`config.mk`:
```
export PLATFORM = sky130hd
export DESIGN_NAME = smq_top
export DESIGN_NICKNAME = d
export VERILOG_FILES = /design/src/source/smq_pkg.sv /design/src/source/smq_entry_table.sv /design/src/source/smq_issue_sched.sv /design/src/source/smq_resp_return.sv /design/src/source/smq_top.sv
export SDC_FILE = /design/constraint.sdc
export NUM_CORES = 2
export LEC_CHECK = 0
export BUFFER_PORTS_ARGS = -buffer_cell sky130_fd_sc_hd__clkbuf_2
export CAP_MARGIN = 20
export CORE_MARGIN = 2
export CORE_UTILIZATION = 28
export DETAILED_ROUTE_END_ITERATION = 10
export PLACE_DENSITY = 0.41
export SLEW_MARGIN = 20
export SYNTH_ARGS = -nofsm -noshare
export SYNTH_HDL_FRONTEND = slang
export SYNTH_HIERARCHICAL = 1
export SYNTH_SLANG_ARGS = --single-unit
```
`constraint.sdc`:
```
create_clock -name clk -period 5.5 [get_ports clk]
set_input_delay 0.275 -clock clk [delete_from_list [all_inputs] [get_ports clk]]
set_output_delay 0.275 -clock clk [all_outputs]
set_load 0.05 [all_outputs]
```
`src/source/smq_pkg.sv`:
```
//////////////////////////////////////////////////
// widths and types shared by the memory queue
// tags must be unique among outstanding commands
// queue depth is a module parameter set at the top
//////////////////////////////////////////////////

`default_nettype none

package smq_pkg;

   //////////////////////////////////////////////////
   // field widths
   //////////////////////////////////////////////////

   // destination address
   localparam int ADDR_W = 16;
   // write data, also carries read and write responses
   localparam int DATA_W = 16;
   // source tag, bounds the depth to 2**TAG_W entries
   localparam int TAG_W  = 4;

   //////////////////////////////////////////////////
   // vector types
   //////////////////////////////////////////////////

   typedef logic [ADDR_W-1:0] addr_t;
   typedef logic [DATA_W-1:0] data_t;
   typedef logic [TAG_W-1:0]  tag_t;

   // per-entry lifecycle
   //   st_req   waiting to be sent to the destination
   //   st_wait  sent, destination response outstanding
   //   st_resp  response captured, waiting for its turn
   //   st_done  returned to the source, slot frees next edge
   typedef enum logic [1:0] {
      st_req,
      st_wait,
      st_resp,
      st_done
   } entry_state_e;

endpackage

`default_nettype wire

```
`src/source/smq_entry_table.sv`:
```
//////////////////////////////////////////////////
// entry storage and per-entry FSM of the queue
// source must not send when full or reuse a live tag
// destination answers each command once, same tag
//////////////////////////////////////////////////

`timescale 1ns/100ps
`default_nettype none

module smq_entry_table import smq_pkg::*; #(
   parameter int num_entries = 16
) (
   input  logic                   clk,
   input  logic                   reset,
   // source command
   input  logic                   src_cmd_val,
   input  logic                   src_is_read,
   input  tag_t                   src_tag,
   input  addr_t                  src_addr,
   input  data_t                  src_data,
   // destination response
   input  logic                   dest_resp_val,
   input  tag_t                   dest_resp_tag,
   input  data_t                  dest_resp_data,
   // one-hot grants from issue and return
   input  logic [num_entries-1:0] grant_req,
   input  logic [num_entries-1:0] grant_resp,
   // stored command fields
   output logic [num_entries-1:0] entry_is_read,
   output addr_t                  entry_addr [num_entries],
   output tag_t                   entry_tag  [num_entries],
   output data_t                  entry_data [num_entries],
   // per-entry status
   output logic [num_entries-1:0] req_pending,
   output logic [num_entries-1:0] resp_pending,
   output logic [num_entries-1:0] older_pending,
   output logic [num_entries-1:0] match_older_pending
);

   logic [num_entries-1:0] entry_val;
   entry_state_e           entry_state [num_entries];
   // row i holds the entries that arrived before entry i
   logic [num_entries-1:0] older_row   [num_entries];
   // same as older_row, limited to the same address
   logic [num_entries-1:0] match_row   [num_entries];

   // valid and not yet returned
   logic [num_entries-1:0] live_vec;
   logic [num_entries-1:0] free_vec;
   logic [num_entries-1:0] new_slot;
   logic [num_entries-1:0] alloc;
   logic [num_entries-1:0] addr_match;
   logic [num_entries-1:0] resp_hit;
   logic [num_entries-1:0] live_tag_hit;

   //////////////////////////////////////////////////
   // status decode
   //////////////////////////////////////////////////

   always_comb begin
      for (int i = 0; i < num_entries; i++) begin
         live_vec[i]            = entry_val[i] & (entry_state[i] != st_done);
         req_pending[i]         = entry_val[i] & (entry_state[i] == st_req);
         resp_pending[i]        = entry_val[i] & (entry_state[i] == st_resp);
         older_pending[i]       = entry_val[i] & (|older_row[i]);
         match_older_pending[i] = entry_val[i] & (|match_row[i]);
         addr_match[i]          = (entry_addr[i] == src_addr);
         // only an issued entry can take a destination response
         resp_hit[i]            = dest_resp_val & entry_val[i] &
                                  (entry_state[i] == st_wait) &
                                  (entry_tag[i] == dest_resp_tag);
         live_tag_hit[i]        = live_vec[i] & (entry_tag[i] == src_tag);
      end
   end

   // a done entry frees at this edge, so its slot can be reused at once
   assign free_vec = ~live_vec;
   // lowest free slot, isolated as the lowest set bit
   assign new_slot = free_vec & (~free_vec + 1'b1);
   assign alloc    = new_slot & {num_entries{src_cmd_val}};

   //////////////////////////////////////////////////
   // valid bits
   //////////////////////////////////////////////////

   always_ff @(posedge clk) begin
      if (reset) begin
         entry_val <= '0;
      end else begin
         entry_val <= live_vec | alloc;
      end
   end

   //////////////////////////////////////////////////
   // fields, age rows and per-entry FSM
   //////////////////////////////////////////////////

   always_ff @(posedge clk) begin
      for (int i = 0; i < num_entries; i++) begin
         if (alloc[i]) begin
            entry_is_read[i] <= src_is_read;
            entry_addr[i]    <= src_addr;
            entry_tag[i]     <= src_tag;
            entry_data[i]    <= src_data;
            entry_state[i]   <= st_req;
            // everything still live is older than the new command
            older_row[i]     <= live_vec;
            match_row[i]     <= live_vec & addr_match;
         end else if (entry_val[i]) begin
            // drop older entries once they have been returned
            older_row[i] <= older_row[i] & live_vec;
            match_row[i] <= match_row[i] & live_vec;
            case (entry_state[i])
               st_req: begin
                  if (grant_req[i]) begin
                     entry_state[i] <= st_wait;
                  end
               end
               st_wait: begin
                  // response data replaces the write data
                  if (resp_hit[i]) begin
                     entry_state[i] <= st_resp;
                     entry_data[i]  <= dest_resp_data;
                  end
               end
               st_resp: begin
                  if (grant_resp[i]) begin
                     entry_state[i] <= st_done;
                  end
               end
               default: begin
                  entry_state[i] <= st_done;
               end
            endcase
         end
      end
   end

   //////////////////////////////////////////////////
   // source and destination protocol checks
   //////////////////////////////////////////////////

   // source sent a command with every slot in use
   a_not_full : assert property (@(posedge clk) disable iff (reset)
      src_cmd_val |-> (|free_vec))
      else $error("command received while the queue is full");

   // source reused a tag that has not been returned yet
   a_tag_free : assert property (@(posedge clk) disable iff (reset)
      src_cmd_val |-> !(|live_tag_hit))
      else $error("source tag %0h is still outstanding", src_tag);

   // destination answered a tag that was never issued
   a_resp_known : assert property (@(posedge clk) disable iff (reset)
      dest_resp_val |-> (|resp_hit))
      else $error("destination response tag %0h has no waiting entry", dest_resp_tag);

endmodule

`default_nettype wire

```
`src/source/smq_issue_sched.sv`:
```
//////////////////////////////////////////////////
// picks one entry per cycle for the destination
// reads pass writes but keep same-address order
// command is registered and valid for one cycle
//////////////////////////////////////////////////

`timescale 1ns/100ps
`default_nettype none

module smq_issue_sched import smq_pkg::*; #(
   parameter int num_entries = 16
) (
   input  logic                   clk,
   input  logic                   reset,
   // entry status and fields
   input  logic [num_entries-1:0] req_pending,
   input  logic [num_entries-1:0] entry_is_read,
   input  logic [num_entries-1:0] match_older_pending,
   input  addr_t                  entry_addr [num_entries],
   input  tag_t                   entry_tag  [num_entries],
   input  data_t                  entry_data [num_entries],
   // one-hot issue grant back to the table
   output logic [num_entries-1:0] grant_req,
   // destination command
   output logic                   dest_cmd_val,
   output logic                   dest_is_read,
   output addr_t                  dest_addr,
   output data_t                  dest_data,
   output tag_t                   dest_tag
);

   logic [num_entries-1:0] entry_rdy;
   logic [num_entries-1:0] read_rdy;
   logic [num_entries-1:0] write_blk;
   logic [num_entries-1:0] issue_ok;

   //////////////////////////////////////////////////
   // ordering rules
   //////////////////////////////////////////////////

   // any older entry to the same address holds this one back
   assign entry_rdy = req_pending & ~match_older_pending;

   // only reads that can really go count against writes
   // a blocked read would otherwise stall a write forever
   assign read_rdy  = entry_rdy & entry_is_read;

   // writes wait while any read is ready
   assign write_blk = ~entry_is_read & {num_entries{|read_rdy}};
   assign issue_ok  = entry_rdy & ~write_blk;

   // lowest index wins
   assign grant_req = issue_ok & (~issue_ok + 1'b1);

   //////////////////////////////////////////////////
   // destination command register
   //////////////////////////////////////////////////

   always_ff @(posedge clk) begin
      if (reset) begin
         dest_cmd_val <= 1'b0;
      end else begin
         dest_cmd_val <= |grant_req;
      end
   end

   // payload only moves on a grant
   always_ff @(posedge clk) begin
      for (int i = 0; i < num_entries; i++) begin
         if (grant_req[i]) begin
            dest_is_read <= entry_is_read[i];
            dest_addr    <= entry_addr[i];
            dest_data    <= entry_data[i];
            dest_tag     <= entry_tag[i];
         end
      end
   end

endmodule

`default_nettype wire

```
`src/source/smq_resp_return.sv`:
```
//////////////////////////////////////////////////
// returns responses to the source in arrival order
// at most one registered response per cycle
//////////////////////////////////////////////////

`timescale 1ns/100ps
`default_nettype none

module smq_resp_return import smq_pkg::*; #(
   parameter int num_entries = 16
) (
   input  logic                   clk,
   input  logic                   reset,
   // entry status and fields
   input  logic [num_entries-1:0] resp_pending,
   input  logic [num_entries-1:0] older_pending,
   input  tag_t                   entry_tag  [num_entries],
   input  data_t                  entry_data [num_entries],
   // one-hot return grant back to the table
   output logic [num_entries-1:0] grant_resp,
   // source response
   output logic                   src_resp_val,
   output tag_t                   src_resp_tag,
   output data_t                  src_resp_data
);

   logic [num_entries-1:0] ret_rdy;

   // only the oldest live entry may return
   assign ret_rdy    = resp_pending & ~older_pending;
   assign grant_resp = ret_rdy & (~ret_rdy + 1'b1);

   always_ff @(posedge clk) begin
      if (reset) begin
         src_resp_val <= 1'b0;
      end else begin
         src_resp_val <= |grant_resp;
      end
   end

   always_ff @(posedge clk) begin
      for (int i = 0; i < num_entries; i++) begin
         if (grant_resp[i]) begin
            src_resp_tag  <= entry_tag[i];
            src_resp_data <= entry_data[i];
         end
      end
   end

   // the age rows leave at most one held response without an older entry
   a_single_oldest : assert property (@(posedge clk) disable iff (reset)
      $onehot0(ret_rdy))
      else $error("more than one entry is oldest: %b", ret_rdy);

endmodule

`default_nettype wire

```
`src/source/smq_top.sv`:
```
//////////////////////////////////////////////////
// memory queue top, no ready signals on any side
// num_entries from 2 up to 2**TAG_W
//////////////////////////////////////////////////

`timescale 1ns/100ps
`default_nettype none

module smq_top import smq_pkg::*; #(
   parameter int num_entries = 16
) (
   input  logic  clk,
   input  logic  reset,
   // source command
   input  logic  src_cmd_val,
   input  logic  src_is_read,
   input  tag_t  src_tag,
   input  addr_t src_addr,
   input  data_t src_data,
   // source response
   output logic  src_resp_val,
   output tag_t  src_resp_tag,
   output data_t src_resp_data,
   // destination command
   output logic  dest_cmd_val,
   output logic  dest_is_read,
   output addr_t dest_addr,
   output data_t dest_data,
   output tag_t  dest_tag,
   // destination response
   input  logic  dest_resp_val,
   input  tag_t  dest_resp_tag,
   input  data_t dest_resp_data
);

   logic [num_entries-1:0] entry_is_read;
   addr_t                  entry_addr [num_entries];
   tag_t                   entry_tag  [num_entries];
   data_t                  entry_data [num_entries];
   logic [num_entries-1:0] req_pending;
   logic [num_entries-1:0] resp_pending;
   logic [num_entries-1:0] older_pending;
   logic [num_entries-1:0] match_older_pending;
   logic [num_entries-1:0] grant_req;
   logic [num_entries-1:0] grant_resp;

   //////////////////////////////////////////////////
   // decode and allocation
   //////////////////////////////////////////////////

   smq_entry_table #(.num_entries(num_entries)) u_entry_table (
      .clk                 (clk),
      .reset               (reset),
      .src_cmd_val         (src_cmd_val),
      .src_is_read         (src_is_read),
      .src_tag             (src_tag),
      .src_addr            (src_addr),
      .src_data            (src_data),
      .dest_resp_val       (dest_resp_val),
      .dest_resp_tag       (dest_resp_tag),
      .dest_resp_data      (dest_resp_data),
      .grant_req           (grant_req),
      .grant_resp          (grant_resp),
      .entry_is_read       (entry_is_read),
      .entry_addr          (entry_addr),
      .entry_tag           (entry_tag),
      .entry_data          (entry_data),
      .req_pending         (req_pending),
      .resp_pending        (resp_pending),
      .older_pending       (older_pending),
      .match_older_pending (match_older_pending)
   );

   // issue to the destination
   smq_issue_sched #(.num_entries(num_entries)) u_issue_sched (
      .clk                 (clk),
      .reset               (reset),
      .req_pending         (req_pending),
      .entry_is_read       (entry_is_read),
      .match_older_pending (match_older_pending),
      .entry_addr          (entry_addr),
      .entry_tag           (entry_tag),
      .entry_data          (entry_data),
      .grant_req           (grant_req),
      .dest_cmd_val        (dest_cmd_val),
      .dest_is_read        (dest_is_read),
      .dest_addr           (dest_addr),
      .dest_data           (dest_data),
      .dest_tag            (dest_tag)
   );

   // in-order return to the source
   smq_resp_return #(.num_entries(num_entries)) u_resp_return (
      .clk           (clk),
      .reset         (reset),
      .resp_pending  (resp_pending),
      .older_pending (older_pending),
      .entry_tag     (entry_tag),
      .entry_data    (entry_data),
      .grant_resp    (grant_resp),
      .src_resp_val  (src_resp_val),
      .src_resp_tag  (src_resp_tag),
      .src_resp_data (src_resp_data)
   );

endmodule

`default_nettype wire

```
# Yosys cells after proc, flatten, opt, wreduce, memory -nomap -nowiden
# Memory sizes are Yosys's and may differ from the RTL's.
# Index checks and enable logic that the tools add are counted.
# word_totals
ff_bits	667
latchBits	0
ram_bits	544
romBits	0
inputBits	61
out_inout_bits	59
memories	3
# mem_list
memory	depth	word_bits	read_ports	rd_clocked_by_memory_dff	wr	line_no	text
u_entry_table.match_row	16	16	16	0	16	smq_entry_table.sv:45	logic [num_entries-1:0] match_row [num_entries];
u_entry_table.older_row	16	16	16	0	16	smq_entry_table.sv:43	logic [num_entries-1:0] older_row [num_entries];
u_entry_table.entry_state	16	2	16	0	16	smq_entry_table.sv:41	entry_state_e entry_state [num_entries];
# classes
n_addsub	3
mul	0
div	0
n_lt_le_gt_ge	0
eq_ne	80
n_shift	0
mux	640
bitwise_logic	275
n_reduce_logical	133
# op_table
op	n
16-bit two-way mux	144
16-bit bitwise AND	42
16-bit OR reduction	35
1-bit two-way mux	400
16-bit equality test	16
1-bit bitwise AND	128
2-bit two-way mux	64
4-bit two-way mux	32
16-bit NOT	8
1-bit bitwise OR	96
2-bit nonzero test	48
4-bit equality test	16
16-bit by 1-bit adder with 16-bit output (second input constant)	3
3-bit AND reduction	16
3-bit OR reduction	16
2-bit by 1-bit equality test with 1-bit output (second input constant)	16
2-bit equality test (second input constant)	16
2-bit zero test	16
2-bit inequality test (second input constant)	16
16-bit nonzero test	2
16-bit bitwise OR	1

# Longest topological paths before layout
# depth
word_depth	28
ltp_mapped	18
mapped_depth_nobuf	13

# Modules after synthesis
# Netlist, hierarchy kept.
# by_module_without_submodules
mod	n_inst	cells_each	area_each_um2	seq_area_each_um2
smq_entry_table	1	3454	49713.9	34433.0
smq_issue_sched	1	930	6595.1	1131.1
smq_resp_return	1	539	3861.2	620.6

# Least setup slack after synthesis
# Ideal clock, no wire load.
# synth_path
path_kind	reg-to-reg
start	memory u_entry_table/entry_state[0][4] (netlist bit)
end	memory u_entry_table.match_row[10][0], in the netlist u_entry_table/match_row[1][32], enable pin
arrival_ps	3969
required_time_ps	5034
setup_slack_ps	1066
stages_incl_launch_ff	9
n_path_buf	4
period_less_slack_ps	4434
cell_sequence	edfxtp_1 -> clkbuf_1 -> a21bo_2 -> buf_2 -> nor2_1 -> clkbuf_1 -> nand3_1 -> clkbuf_1 -> o21ai_0
# synth_rtl
item	line_no
from (decl)	smq_entry_table.sv:41
to (decl)	smq_entry_table.sv:45

==> flow_summary.ini <==
[floorplan]
initial_utilization = 0.281
pin_count = 120
core_mm2 = 0.214
die_x_um = 468
die_area_mm2 = 0.219
die_h_um = 468
rows = 170

[clock_network]
cts_tree = done
cts_buffers = 147
clock_sinks = 1211
cts_root_buf = clkbuf_16
clkTransAtPathRegs_ps = 60
postCtsSetupRepairBufs = 0
insertion_delay_ps = 840
h-tree-depth = 4
clockBufferDepth = 3

[cells_and_area]
fillCellCount = 21300
area_delta_synth_final_pct = 17.3
multi_input_area_mm2 = 0.0226
final-seq-area_mm2 = 0.0362
final_cell_area_mm2 = 0.0706
final_core_util = 0.329
nNetsFinal = 5249
drive_gt1_frac = 0.199

[sta]
report.final.slew_viol_count = 0
grt_setup_unrepaired = no
fin_crit_ps = 5270
clock_skew_ps = 60.8
final-setup-viol-count = 0
fin_ws_ps = 233
finalHoldViolCount = 0
fmax_ghz = 0.190
final.period_utilization = 0.958
slew_headroom = 0.197
tightest_slew_ps = 1200
fin_tns_setup_ps = 0

[power_and_ir_drop]
p_leak_nw = 23.4
max-vdd-ir-drop_mv = 0.346
power.density_mw_per_mm2 = 293

[synthesis]
synth_top_cell_area_share = 0.595
yosysUniqueCellTypes = 101
synth-seq-cells = 1211
syn_avg_cell_area_um2 = 12.2
synth_edf_count = 1193
synthCells = 4923
async_flop_share = 0
yosysWarningCount = 6
yosys.area.top_type = edfxtp_1
syn_nets = 4984
synth_area_leaders = edfxtp_1 60%, mux2_2 4.4%, xnor2_1 4.2%
netlist_area_mm2 = 0.0602
ys_seq_area_frac = 0.601
synth_ff_type = edfxtp_1

[placed_design]
post_dp_cell_area_mm2 = 0.0657
gp_congestion = 0.978
dp_slack_ps = 366
port_buffers = 119
dpl.hpwl_mm = 190

[routing]
routed_wirelength_mm = 285
vias = 47100
drt-initial-drc-count = 6595
ant_nets = 0
wl_per_cell_um = 35.0
drc = 0
via_per_inst = 5.79
first_pass_iters = 8

[job]
drv_cap = 0

[worst_setup_path]
cp.arrival_ps = 5810
crit_type = flop to flop
crit_fanout = 24
cp.required_ps = 6050
cp-start-kind = flop
end_kind = flop

[global_route]
antenna_found_initial = 13
grt_max_degree = 48
grt_pass1_wl_mm = 387
overflow = 0
grt_pass1_vias = 45500
grt_use_total = 0.254

[outcome]
status = finished, final reports clean

[min_path]
hold_class = primary input to flop
==> worst paths after layout <==
path | slack, ps | end | cells past startpoint | startpoint
max | 230 | u_issue_sched/dest_data[1] | 14 | u_entry_table/match_row[1][19]
max reg2reg | 230 | u_issue_sched/dest_data[1] | 14 | u_entry_table/match_row[1][19]
min reg2reg | 560 | u_entry_table/older_row[1][76] | 1 | u_entry_table/older_row[1][76]
min | 30 | u_entry_table/entry_addr[157] | 1 | src_addr[13]
==> power by group <==
part	internal (mW)	total, mW	switching, mW
logic	0.361	1.09	0.727
registers	10.2	10.3	0.0714
clock network	5.19	9.31	4.12
==> metrics by stage <==
| step | total power, mW | instances | hold WS (ps) |
|---|---|---|---|
| global route | 21.2 | 8140 | 27.1 |
| finish | 20.7 | 8144 | 30.1 |
| CTS | 20.8 | 8139 | 0.535 |
| detailed placement | 11.5 | 7838 | 548 |
| floorplan | 11.0 | 4923 | 344 |
| global placement | 11.5 | 7838 | 545 |
==> area by class of cell <==
type | count | share of cell area
flip-flops and latches | 1211 | 0.513
multi-input cells | 3275 | 0.320
clock buffers | 184 | 0.0550
well taps | 2838 | 0.0503
repair buffers | 487 | 0.0500
clock inverters | 78 | 0.00794
inverters | 66 | 0.00362
diodes | 5 | 0.000177
==> Yosys cell counts (42+ instances only) <==
cell type	n
a21oi_1	118
clkbuf_1	264
o31ai_1	42
nor4_1	168
a211oi_1	48
mux2_2	233
o21ai_0	275
nand3_1	233
mux2i_1	89
nor2_1	256
edfxtp_1	1193
buf_2	57
nor3_1	48
a221oi_1	44
o21a_1	219
o22ai_1	113
xnor2_1	290
nand2_1	355
nand4_1	139
==> cells in the final DEF, fill, tap and decap left out, types with 36 or more instances in the layout <==
master            n
edfxtp_1       1193
nand2_1         354
buf_4           323
xnor2_1         290
o21ai_0         271
nor2_1          249
mux2_2          233
nand3_1         224
o21a_1          219
nor4_1          164
clkbuf_16       149
nand4_1         139
clkbuf_2        119
o22ai_1         113
a21oi_1         107
mux2i_1          89
a211oi_1         48
nor3_1           46
a221oi_1         44
o31ai_1          40
dlygate4sd3_1    39
inv_1            39
clkinv_1         38
a22oi_1          36
a222oi_1         36
==> per-layer routing <==
layer / vias up / GRT usage / share of wire
met5: - / 0 / 0.00019
met4: 8 / 0.119 / 0.052
met3: 616 / 0.0467 / 0.080
met2: 2548 / 0.381 / 0.43
met1: 24300 / 0.354 / 0.43
li1: 19700 / - / -
==> kinds of logic (layout without fill, tap and decap cells) <==
family / count (synthesis) / count (layout) / synth area share
simple gates: 1427 / 1427 / 0.124
flops: 1211 / 1211 / 0.601
compound gates: 1207 / 1207 / 0.138
buf+inv: 437 / 815 / 0.0312
mux: 329 / 329 / 0.0602
xor+xnor: 312 / 312 / 0.0454
other cells: 0 / 5 / 0
==> critical path, cell delays in order (launching register included) <==
cell,delay (ps)
edfxtp_1,390
nor4_1,350
a41oi_1,480
nand3b_2,450
nand4_4,140
nor4_2,70
buf_4,160
a41oi_1,550
and4_4,500
nand4_1,170
inv_2,750
buf_4,420
nor2_1,160
a21oi_1,230
a21oi_1,120
==> state kept, by name, summed over array words and instances (netlist names), 4 cells and up <==
name                         cells
u_resp_return/src_resp_data     16
u_entry_table/entry_addr       256
u_issue_sched/dest_addr         16
u_resp_return/src_resp_tag       4
u_entry_table/match_row        256
u_entry_table/entry_tag         64
u_issue_sched/dest_tag           4
u_entry_table/entry_val         16
u_entry_table/entry_is_read     16
u_issue_sched/dest_data         16
u_entry_table/entry_data       256
u_entry_table/entry_state       32
u_entry_table/older_row        256
==> timing repair <==
action                                 CTS  global route
endpoints found under the hold margin  146             0
gates resized for setup                  0             0
hold buffers                            39             0
(Power assumes the default switching activity.)
